[config.mk]
export PLATFORM = sky130hd
export DESIGN_NAME = snake_game
export DESIGN_NICKNAME = d
export VERILOG_FILES = /design/src/logic/snake_pkg.sv /design/src/logic/button_debouncer.sv /design/src/logic/direction_control.sv /design/src/logic/snake_body.sv /design/src/logic/apple_spawner.sv /design/src/logic/pixel_renderer.sv /design/src/logic/snake_game.sv
export VERILOG_INCLUDE_DIRS = /design/src /design/src/logic
export SDC_FILE = /design/constraint.sdc
export NUM_CORES = 1
export LEC_CHECK = 0
export BUFFER_PORTS_ARGS = -buffer_cell sky130_fd_sc_hd__buf_2
export CAP_MARGIN = 20
export CORE_MARGIN = 4
export CORE_UTILIZATION = 30
export DETAILED_ROUTE_END_ITERATION = 8
export GPL_TIMING_DRIVEN = 0
export PLACE_DENSITY_LB_ADDON = 0.08
export RECOVER_POWER = 25
export SETUP_SLACK_MARGIN = 0.15
export SLEW_MARGIN = 20
export SYNTH_ARGS = -nofsm -noshare
export SYNTH_HDL_FRONTEND = slang
export SYNTH_SLANG_ARGS = --single-unit
[constraint.sdc]
create_clock -name in_clock -period 27.5 [get_ports in_clock]
set_input_delay 8.25 -clock in_clock [delete_from_list [all_inputs] [get_ports in_clock]]
set_output_delay 8.25 -clock in_clock [all_outputs]
set_load 0.01 [all_outputs]
[src/logic/snake_defines.svh]
`ifndef SNAKE_DEFINES_SVH
`define SNAKE_DEFINES_SVH

// ----------------------------------------------------------------------
// playfield geometry, in cells
// ----------------------------------------------------------------------
`define SNAKE_GRID_W          64
`define SNAKE_GRID_H          48
`define SNAKE_CELL_PX         10   // pixels per cell edge
`define SNAKE_BORDER          2    // ring thickness in cells

// snake and apple start state
`define SNAKE_MAX_LEN         16
`define SNAKE_START_LEN       3
`define SNAKE_START_X         32
`define SNAKE_START_Y         24
`define SNAKE_APPLE_X0        20
`define SNAKE_APPLE_Y0        20

// apple respawn counter
`define SNAKE_SPAWN_W         60
`define SNAKE_SPAWN_H         44
`define SNAKE_SPAWN_OFS       2

// timing and screen
`define SNAKE_DEBOUNCE_CYCLES 16   // clocks between button samples
`define SNAKE_SCREEN_W        640
`define SNAKE_SCREEN_H        480

`endif

[src/logic/snake_pkg.sv]
package snake_pkg;

    // ----------------------------------------------------------------------
    // heading of the snake
    // ----------------------------------------------------------------------
    typedef enum logic [2:0] {
        DIR_NONE,   // after reset, snake stands still
        DIR_UP,
        DIR_DOWN,
        DIR_LEFT,
        DIR_RIGHT
    } dir_t;

    // one grid cell
    typedef struct packed {
        logic [5:0] x;
        logic [5:0] y;
    } cell_t;

    // game state as seen from outside
    typedef struct packed {
        cell_t      head;
        cell_t      apple;
        logic [4:0] length;
        logic       game_over;
    } game_status_t;

    typedef struct packed {
        logic up;
        logic down;
        logic left;
        logic right;
    } buttons_t;

    // 3-3-2 colour
    typedef struct packed {
        logic [2:0] r;
        logic [2:0] g;
        logic [1:0] b;
    } rgb_t;

    localparam rgb_t COLOR_BLACK  = '{r: 3'd0, g: 3'd0, b: 2'd0};
    localparam rgb_t COLOR_SNAKE  = '{r: 3'd0, g: 3'd7, b: 2'd0};
    localparam rgb_t COLOR_APPLE  = '{r: 3'd7, g: 3'd0, b: 2'd0};
    localparam rgb_t COLOR_BORDER = '{r: 3'd0, g: 3'd0, b: 2'd3};
    localparam rgb_t COLOR_DEAD   = '{r: 3'd7, g: 3'd7, b: 2'd3};

endpackage

[src/logic/button_debouncer.sv]
`timescale 1ns/1ns
`include "snake_defines.svh"

module button_debouncer (
    input  logic in_clock,
    input  logic in_lethal,
    input  logic button,
    output logic press
);

    localparam int CNT_W = $clog2(`SNAKE_DEBOUNCE_CYCLES);

    logic [CNT_W-1:0] sample_count;
    logic             sample_en;
    logic [1:0]       samples;      // [0] newest, [1] previous

    assign sample_en = (sample_count == CNT_W'(`SNAKE_DEBOUNCE_CYCLES - 1));

    // ----------------------------------------------------------------------
    // sample strobe
    // ----------------------------------------------------------------------
    always_ff @(posedge in_clock or posedge in_lethal) begin
        if (in_lethal) begin
            sample_count <= '0;
        end else begin
            sample_count <= sample_en ? '0 : sample_count + 1'b1;
        end
    end

    always_ff @(posedge in_clock or posedge in_lethal) begin
        if (in_lethal) begin
            samples <= 2'b00;
        end else if (sample_en) begin
            samples <= {samples[0], button};
        end
    end

    // high on two samples in a row after a low one, one pulse per press
    always_ff @(posedge in_clock or posedge in_lethal) begin
        if (in_lethal) begin
            press <= 1'b0;
        end else begin
            press <= sample_en & button & samples[0] & ~samples[1];
        end
    end

endmodule

[src/logic/direction_control.sv]
`timescale 1ns/1ns

module direction_control (
    input  logic               in_clock,
    input  logic               in_lethal,
    input  snake_pkg::buttons_t buttons,
    output snake_pkg::dir_t    heading
);

    snake_pkg::buttons_t presses;   // one-cycle pulses, one per button

    button_debouncer u_deb_up (
        .in_clock  (in_clock),
        .in_lethal (in_lethal),
        .button    (buttons.up),
        .press     (presses.up)
    );

    button_debouncer u_deb_down (
        .in_clock  (in_clock),
        .in_lethal (in_lethal),
        .button    (buttons.down),
        .press     (presses.down)
    );

    button_debouncer u_deb_left (
        .in_clock  (in_clock),
        .in_lethal (in_lethal),
        .button    (buttons.left),
        .press     (presses.left)
    );

    button_debouncer u_deb_right (
        .in_clock  (in_clock),
        .in_lethal (in_lethal),
        .button    (buttons.right),
        .press     (presses.right)
    );

    // heading holds until the next press, up wins over the others
    always_ff @(posedge in_clock or posedge in_lethal) begin
        if (in_lethal) begin
            heading <= snake_pkg::DIR_NONE;
        end else if (presses.up) begin
            heading <= snake_pkg::DIR_UP;
        end else if (presses.down) begin
            heading <= snake_pkg::DIR_DOWN;
        end else if (presses.left) begin
            heading <= snake_pkg::DIR_LEFT;
        end else if (presses.right) begin
            heading <= snake_pkg::DIR_RIGHT;
        end
    end

endmodule

[src/logic/snake_body.sv]
`timescale 1ns/1ns
`include "snake_defines.svh"

module snake_body (
    input  logic                                  in_clock,
    input  logic                                  in_lethal,
    input  logic                                  step,
    input  snake_pkg::dir_t                       heading,
    input  snake_pkg::cell_t                      apple,
    output logic                                  advance,
    output logic                                  eat,
    output snake_pkg::cell_t [`SNAKE_MAX_LEN-1:0] segments,
    output snake_pkg::game_status_t               status
);

    localparam snake_pkg::cell_t START_CELL = '{x: 6'(`SNAKE_START_X),
                                                y: 6'(`SNAKE_START_Y)};

    snake_pkg::cell_t next_head;
    logic [4:0]       snake_len;
    logic             game_over;
    logic             hit_border;

    assign advance = step & ~game_over;   // steps are ignored once dead

    // ----------------------------------------------------------------------
    // next head cell and what it runs into
    // ----------------------------------------------------------------------
    always_comb begin
        next_head = segments[0];
        case (heading)
            snake_pkg::DIR_UP:    next_head.y = segments[0].y - 6'd1;
            snake_pkg::DIR_DOWN:  next_head.y = segments[0].y + 6'd1;
            snake_pkg::DIR_LEFT:  next_head.x = segments[0].x - 6'd1;
            snake_pkg::DIR_RIGHT: next_head.x = segments[0].x + 6'd1;
            default:              next_head   = segments[0];
        endcase
    end

    assign hit_border = (next_head.x < `SNAKE_BORDER) ||
                        (next_head.x >= `SNAKE_GRID_W - `SNAKE_BORDER) ||
                        (next_head.y < `SNAKE_BORDER) ||
                        (next_head.y >= `SNAKE_GRID_H - `SNAKE_BORDER);

    assign eat = advance && (next_head == apple);

    // ----------------------------------------------------------------------
    // body shift, length and game-over latch
    // ----------------------------------------------------------------------
    always_ff @(posedge in_clock or posedge in_lethal) begin
        if (in_lethal) begin
            for (int i = 0; i < `SNAKE_MAX_LEN; i++) begin
                segments[i] <= START_CELL;
            end
            snake_len <= 5'(`SNAKE_START_LEN);
            game_over <= 1'b0;
        end else if (advance) begin
            for (int i = `SNAKE_MAX_LEN - 1; i > 0; i--) begin
                segments[i] <= segments[i-1];
            end
            segments[0] <= next_head;
            if (eat && snake_len < 5'(`SNAKE_MAX_LEN)) begin
                snake_len <= snake_len + 5'd1;   // saturates at max length
            end
            if (hit_border) begin
                game_over <= 1'b1;
            end
        end
    end

    assign status = '{head:      segments[0],
                      apple:     apple,
                      length:    snake_len,
                      game_over: game_over};

endmodule

[src/logic/apple_spawner.sv]
`timescale 1ns/1ns
`include "snake_defines.svh"

module apple_spawner (
    input  logic             in_clock,
    input  logic             in_lethal,
    input  logic             advance,
    input  logic             eat,
    output snake_pkg::cell_t apple
);

    logic [5:0] spawn_x;
    logic [5:0] spawn_y;
    logic [5:0] spawn_x_next;
    logic [5:0] spawn_y_next;

    // ----------------------------------------------------------------------
    // spawn counter, both axes step together
    // ----------------------------------------------------------------------
    assign spawn_x_next = (spawn_x == 6'(`SNAKE_SPAWN_W - 1)) ? 6'd0 : spawn_x + 6'd1;
    assign spawn_y_next = (spawn_y == 6'(`SNAKE_SPAWN_H - 1)) ? 6'd0 : spawn_y + 6'd1;

    always_ff @(posedge in_clock or posedge in_lethal) begin
        if (in_lethal) begin
            spawn_x <= 6'd0;
            spawn_y <= 6'd0;
        end else if (advance) begin
            spawn_x <= spawn_x_next;
            spawn_y <= spawn_y_next;
        end
    end

    // new apple comes from the counter value before this step
    always_ff @(posedge in_clock or posedge in_lethal) begin
        if (in_lethal) begin
            apple.x <= 6'(`SNAKE_APPLE_X0);
            apple.y <= 6'(`SNAKE_APPLE_Y0);
        end else if (eat) begin
            apple.x <= spawn_x + 6'(`SNAKE_SPAWN_OFS);
            apple.y <= spawn_y + 6'(`SNAKE_SPAWN_OFS);
        end
    end

endmodule

[src/logic/pixel_renderer.sv]
`timescale 1ns/1ns
`include "snake_defines.svh"

module pixel_renderer (
    input  logic [9:0]                            pixel_x,
    input  logic [8:0]                            pixel_y,
    input  snake_pkg::cell_t [`SNAKE_MAX_LEN-1:0] segments,
    input  snake_pkg::game_status_t               status,
    output snake_pkg::rgb_t                       color
);

    logic [9:0] cell_x;   // pixel position in cells
    logic [8:0] cell_y;
    logic       out_of_range;
    logic       on_border;
    logic       on_apple;
    logic       on_snake;

    assign cell_x = pixel_x / `SNAKE_CELL_PX;
    assign cell_y = pixel_y / `SNAKE_CELL_PX;

    // ----------------------------------------------------------------------
    // classify the pixel
    // ----------------------------------------------------------------------
    assign out_of_range = (pixel_x >= `SNAKE_SCREEN_W) || (pixel_y >= `SNAKE_SCREEN_H);

    assign on_border = (cell_x < `SNAKE_BORDER) ||
                       (cell_x >= `SNAKE_GRID_W - `SNAKE_BORDER) ||
                       (cell_y < `SNAKE_BORDER) ||
                       (cell_y >= `SNAKE_GRID_H - `SNAKE_BORDER);

    assign on_apple = (cell_x == {4'd0, status.apple.x}) &&
                      (cell_y == {3'd0, status.apple.y});

    // only the first length segments are live
    always_comb begin
        on_snake = 1'b0;
        for (int i = 0; i < `SNAKE_MAX_LEN; i++) begin
            if (i < status.length &&
                cell_x == {4'd0, segments[i].x} &&
                cell_y == {3'd0, segments[i].y}) begin
                on_snake = 1'b1;
            end
        end
    end

    // colour priority
    always_comb begin
        if (out_of_range) begin
            color = snake_pkg::COLOR_BLACK;
        end else if (status.game_over) begin
            color = snake_pkg::COLOR_DEAD;   // whole field goes white
        end else if (on_snake) begin
            color = snake_pkg::COLOR_SNAKE;
        end else if (on_apple) begin
            color = snake_pkg::COLOR_APPLE;
        end else if (on_border) begin
            color = snake_pkg::COLOR_BORDER;
        end else begin
            color = snake_pkg::COLOR_BLACK;
        end
    end

endmodule

[src/logic/snake_game.sv]
`timescale 1ns/1ns
`include "snake_defines.svh"

module snake_game (
    input  logic                    in_clock,
    input  logic                    in_lethal,
    input  snake_pkg::buttons_t     buttons,
    input  logic                    step,       // one pulse per frame
    input  logic [9:0]              pixel_x,
    input  logic [8:0]              pixel_y,
    output snake_pkg::game_status_t status,
    output snake_pkg::rgb_t         color
);

    snake_pkg::dir_t                       heading;
    snake_pkg::cell_t                      apple;
    snake_pkg::cell_t [`SNAKE_MAX_LEN-1:0] segments;
    logic                                  advance;
    logic                                  eat;

    // ----------------------------------------------------------------------
    // input side
    // ----------------------------------------------------------------------
    direction_control u_direction (
        .in_clock  (in_clock),
        .in_lethal (in_lethal),
        .buttons   (buttons),
        .heading   (heading)
    );

    // game state
    snake_body u_body (
        .in_clock  (in_clock),
        .in_lethal (in_lethal),
        .step      (step),
        .heading   (heading),
        .apple     (apple),
        .advance   (advance),
        .eat       (eat),
        .segments  (segments),
        .status    (status)
    );

    apple_spawner u_apple (
        .in_clock  (in_clock),
        .in_lethal (in_lethal),
        .advance   (advance),
        .eat       (eat),
        .apple     (apple)
    );

    // output side
    pixel_renderer u_render (
        .pixel_x   (pixel_x),
        .pixel_y   (pixel_y),
        .segments  (segments),
        .status    (status),
        .color     (color)
    );

endmodule

==> impl_metrics.csv <==
group,metric,value,unit
status,outcome,"finished, violations left",
status,failed_checks,"capacitance limit, slew limit",
cts,clock-sinks,253,
setup_path,crit_chain,"buf_2, or2_2, clkbuf_1, ha_1, and2b_1, buf_6, mux2i_1, a211oi_2, a211oi_2, nor2_1, a31oi_1, nor3_1, a311oi_1, a211oi_2, a21boi_0, o2111ai_1, nand4_1, a211oi_1, o21bai_2, o31a_1, buf_4, buf_2",
finish,layout.nets,2004,
setup_path,startpoint,"pixel_x[8]",
finish,stdcell_area,17800,µm²
cts,cts_tree,"done",
cts,cts_buffer_depth,3,
synthesis,ys_async_sr_fraction,100,%
setup_path,cpLargestDelayFamily,"compound AO/OA/AOI/OAI gates",
cts,cts-resized-gates,0,
timing,hold_ws,0.430,ns
routing,drcViolationCount,0,
setup_path,slowest_stage,"a211oi_2",
global_routing,grt_pass1_wl,80100,µm
setup_path,critPathArrivalTime,14.55,ns
routing,wl,50900,µm
finish,drive_gt1_share,12.5,%
synthesis,yosys_warnings,0,
cts,htree_num_levels,1,
floorplanning,initial_core_util,30.4,%
synthesis,synth_area_per_cell,8.39,µm²
power_and_ir_drop,ir_worst_vdd,0.0000561,V
setup_path,reg2reg_depth,14,
placed_design,io_buffers,54,
floorplanning,dieArea,55900,µm²
finish,diodes,0,
synthesis,syn-num-nets,1913,
synthesis,synth-main-ff-cell,"dfrtp_1",
timing,fmax,43.9,MHz
routing,dr.pass1.iters,5,
synthesis,synth_edf_count,0,
timing,setup_violations,0,
routing,drtIter0Drc,928,
placed_design,postPlaceCellArea,16900,µm²
routing,ant_nets,0,
timing,final_critical_path_setup_slack,4.70,ns
setup_path,critPathMaxFanout,10,
power_and_ir_drop,powerDensity,70.8,nW/µm²
synthesis,synth_cells,1866,
setup_path,crit_end,"color[3]",
timing,maxSlewHeadroom,-179,%
timing,finalCritPeriodShare,82.9,%
setup_path,worst-path-stages,22,
floorplanning,die_h,236,µm
timing,skew,0.0131,ns
setup_path,critical-path-max-stage-delay,0.84,ns
timing,min_period,22.80,ns
floorplanning,boundaryPins,64,
routing,viasPerCell,5.09,
cts,clk_transition_reported_paths,0.06,ns
placed_design,place_ws,4.59,ns
global_routing,grt_usage,17.9,%
setup_path,critPathBufInv,5,
cts,hold_buffers,0,
global_routing,grt_pass1_vias,13400,
setup_path,critPathKind,"primary input to output port",
timing,rsz0062_at_grt,"no",
setup_path,critPathLaunchType,"primary input",
global_routing,overflow,0,
setup_path,reg2reg_from,"u_direction.heading[2]",
floorplanning,row_count,83,
cts,cts_inserted_buffers,31,
finish,num-fill-cells,5561,
cts,postCtsSetupBuffers,0,
run,maxCapViolations,2,
global_routing,grt_max_degree,75,
timing,slew_viol_final,110,
placed_design,dp_hpwl,37500,µm
timing,finalSetupTns,0,ns
synthesis,netlist_area,15700,µm²
floorplanning,die_w,236,µm
setup_path,cp.required,19.25,ns
setup_path,crit_top_cell,"a211oi_2",
cts,insertion_delay,0.58,ns
global_routing,antenna_found_initial,0,
finish,utilization,34.6,%
power_and_ir_drop,power.leakage,0.00780,µW
hold_path,hold_class,"flip-flop to flip-flop",
setup_path,end_kind,"output port",
timing,worst_pin_slew,4.19,ns
floorplanning,core,51500,µm²
setup_path,reg2reg_slack,23.31,ns
finish,area_growth,13.9,%
synthesis,synthDistinctLibCells,98,
synthesis,ys_seq_area_share,40.9,%
placed_design,gp_congestion,0.832,
routing,vias,13500,
cts,cts_root_buffer,"clkbuf_16",
timing,finalHoldViolCount,0,
synthesis,ys_seq_elements,253,
routing,routedWlPerCell,19.1,µm
setup_path,rr_endpoint,"u_apple.apple[7]",
## sequential cells by signal, indices dropped and copies added (netlist names)
signal / count
u_body.snake_len: 5
u_direction.u_deb_left.sample_count: 4
u_apple.apple: 12
u_direction.u_deb_down.samples: 2
u_direction.u_deb_right.sample_count: 4
u_direction.u_deb_right.samples: 2
u_apple.spawn_x: 6
u_direction.u_deb_up.press: 1
u_direction.u_deb_down.sample_count: 4
u_body.game_over: 1
u_direction.heading: 3
u_direction.u_deb_down.press: 1
u_direction.u_deb_left.samples: 2
u_direction.u_deb_up.samples: 2
u_apple.spawn_y: 6
u_direction.u_deb_right.press: 1
u_direction.u_deb_up.sample_count: 4
u_body.segments: 192
u_direction.u_deb_left.press: 1
## area by class of cell
class	count	area, µm²	area share [%]
multi-input cells	1437	8450	47.4
flip-flops and latches	253	6400	35.9
clock buffers	50	937	5.26
well taps	680	851	4.77
plain buffers	127	621	3.48
repair buffers	58	329	1.85
inverters	49	185	1.04
clock inverters	6	58.8	0.330
## cells by family after synthesis
family / synth area share (%)
AND/OR/NAND/NOR: 24.1
AO/OA/AOI/OAI: 14.9
flip-flops: 40.9
XOR/XNOR: 11.7
buffers and inverters: 5.14
adder cells (fa/ha/maj): 1.84
multiplexers: 1.41
## per-layer routing
layer	vias up	GRT usage, %	share of wire [%]
met5	-	0	0
met4	0	4.05	2.0
met3	53	1.96	3.3
met2	272	30.7	48
met1	6642	24.5	46
li1	6563	-	-
## synth_stat cells, types with 16 or more instances
cell type	n	area [µm²]
dfrtp_1	199	4980
nor4_1	25	156
clkbuf_1	73	274
inv_1	49	184
nand3_1	34	170
o21ai_0	97	485
ha_1	19	238
nor2_1	51	191
dfstp_2	54	1420
nor3_1	48	240
nand4_1	31	194
buf_4	21	158
a31oi_1	16	100
xor2_1	60	526
nand2_1	564	2120
xnor2_1	149	1310
a21oi_1	60	300
buf_2	22	110
nand2b_1	17	106
## where the power goes
part | internal [µW] | switching [µW]
sequential | 433 | 65.3
clock | 240 | 166
combinational | 149 | 209
total | 822 | 441
## layout by cell type (no fill, tap or decap), types with 11 or more instances in the layout
cell / count
a21oi_1: 60
a31oi_1: 16
buf_2: 73
buf_4: 21
clkbuf_1: 88
clkbuf_16: 31
dfrtp_1: 199
dfstp_2: 54
ha_1: 19
inv_1: 48
mux2_2: 13
nand2_1: 564
nand2b_1: 17
nand3_1: 34
nand3b_1: 11
nand4_1: 31
nor2_1: 51
nor3_1: 48
nor4_1: 25
o2111ai_1: 14
o211ai_1: 11
o21ai_0: 97
or3_1: 11
xnor2_1: 149
xor2_1: 60
## metrics by stage
step	instances	total power, µW
6_report	2660	1260
5_1_grt	2660	1350
4_1_cts	2659	1280
3_5_place_dp	2603	864
3_3_place_gp	2600	859
2_1_floorplan	1866	755
## how the worst min path moves through the flow
stage,startpoint,cells past startpoint,to
3_5_place_dp,u_direction.u_deb_left.samples[1],1,u_direction.u_deb_left.press
3_3_place_gp,u_direction.u_deb_left.samples[1],1,u_direction.u_deb_left.press
5_1_grt,u_direction.u_deb_down.samples[1],1,u_direction.u_deb_down.press
6_report,u_direction.u_deb_down.samples[1],1,u_direction.u_deb_down.press
2_1_floorplan,u_direction.u_deb_down.samples[1],1,u_direction.u_deb_down.press
4_1_cts,u_direction.u_deb_left.samples[1],1,u_direction.u_deb_left.press
No activity file was read; power rests on OpenSTA's default activity.
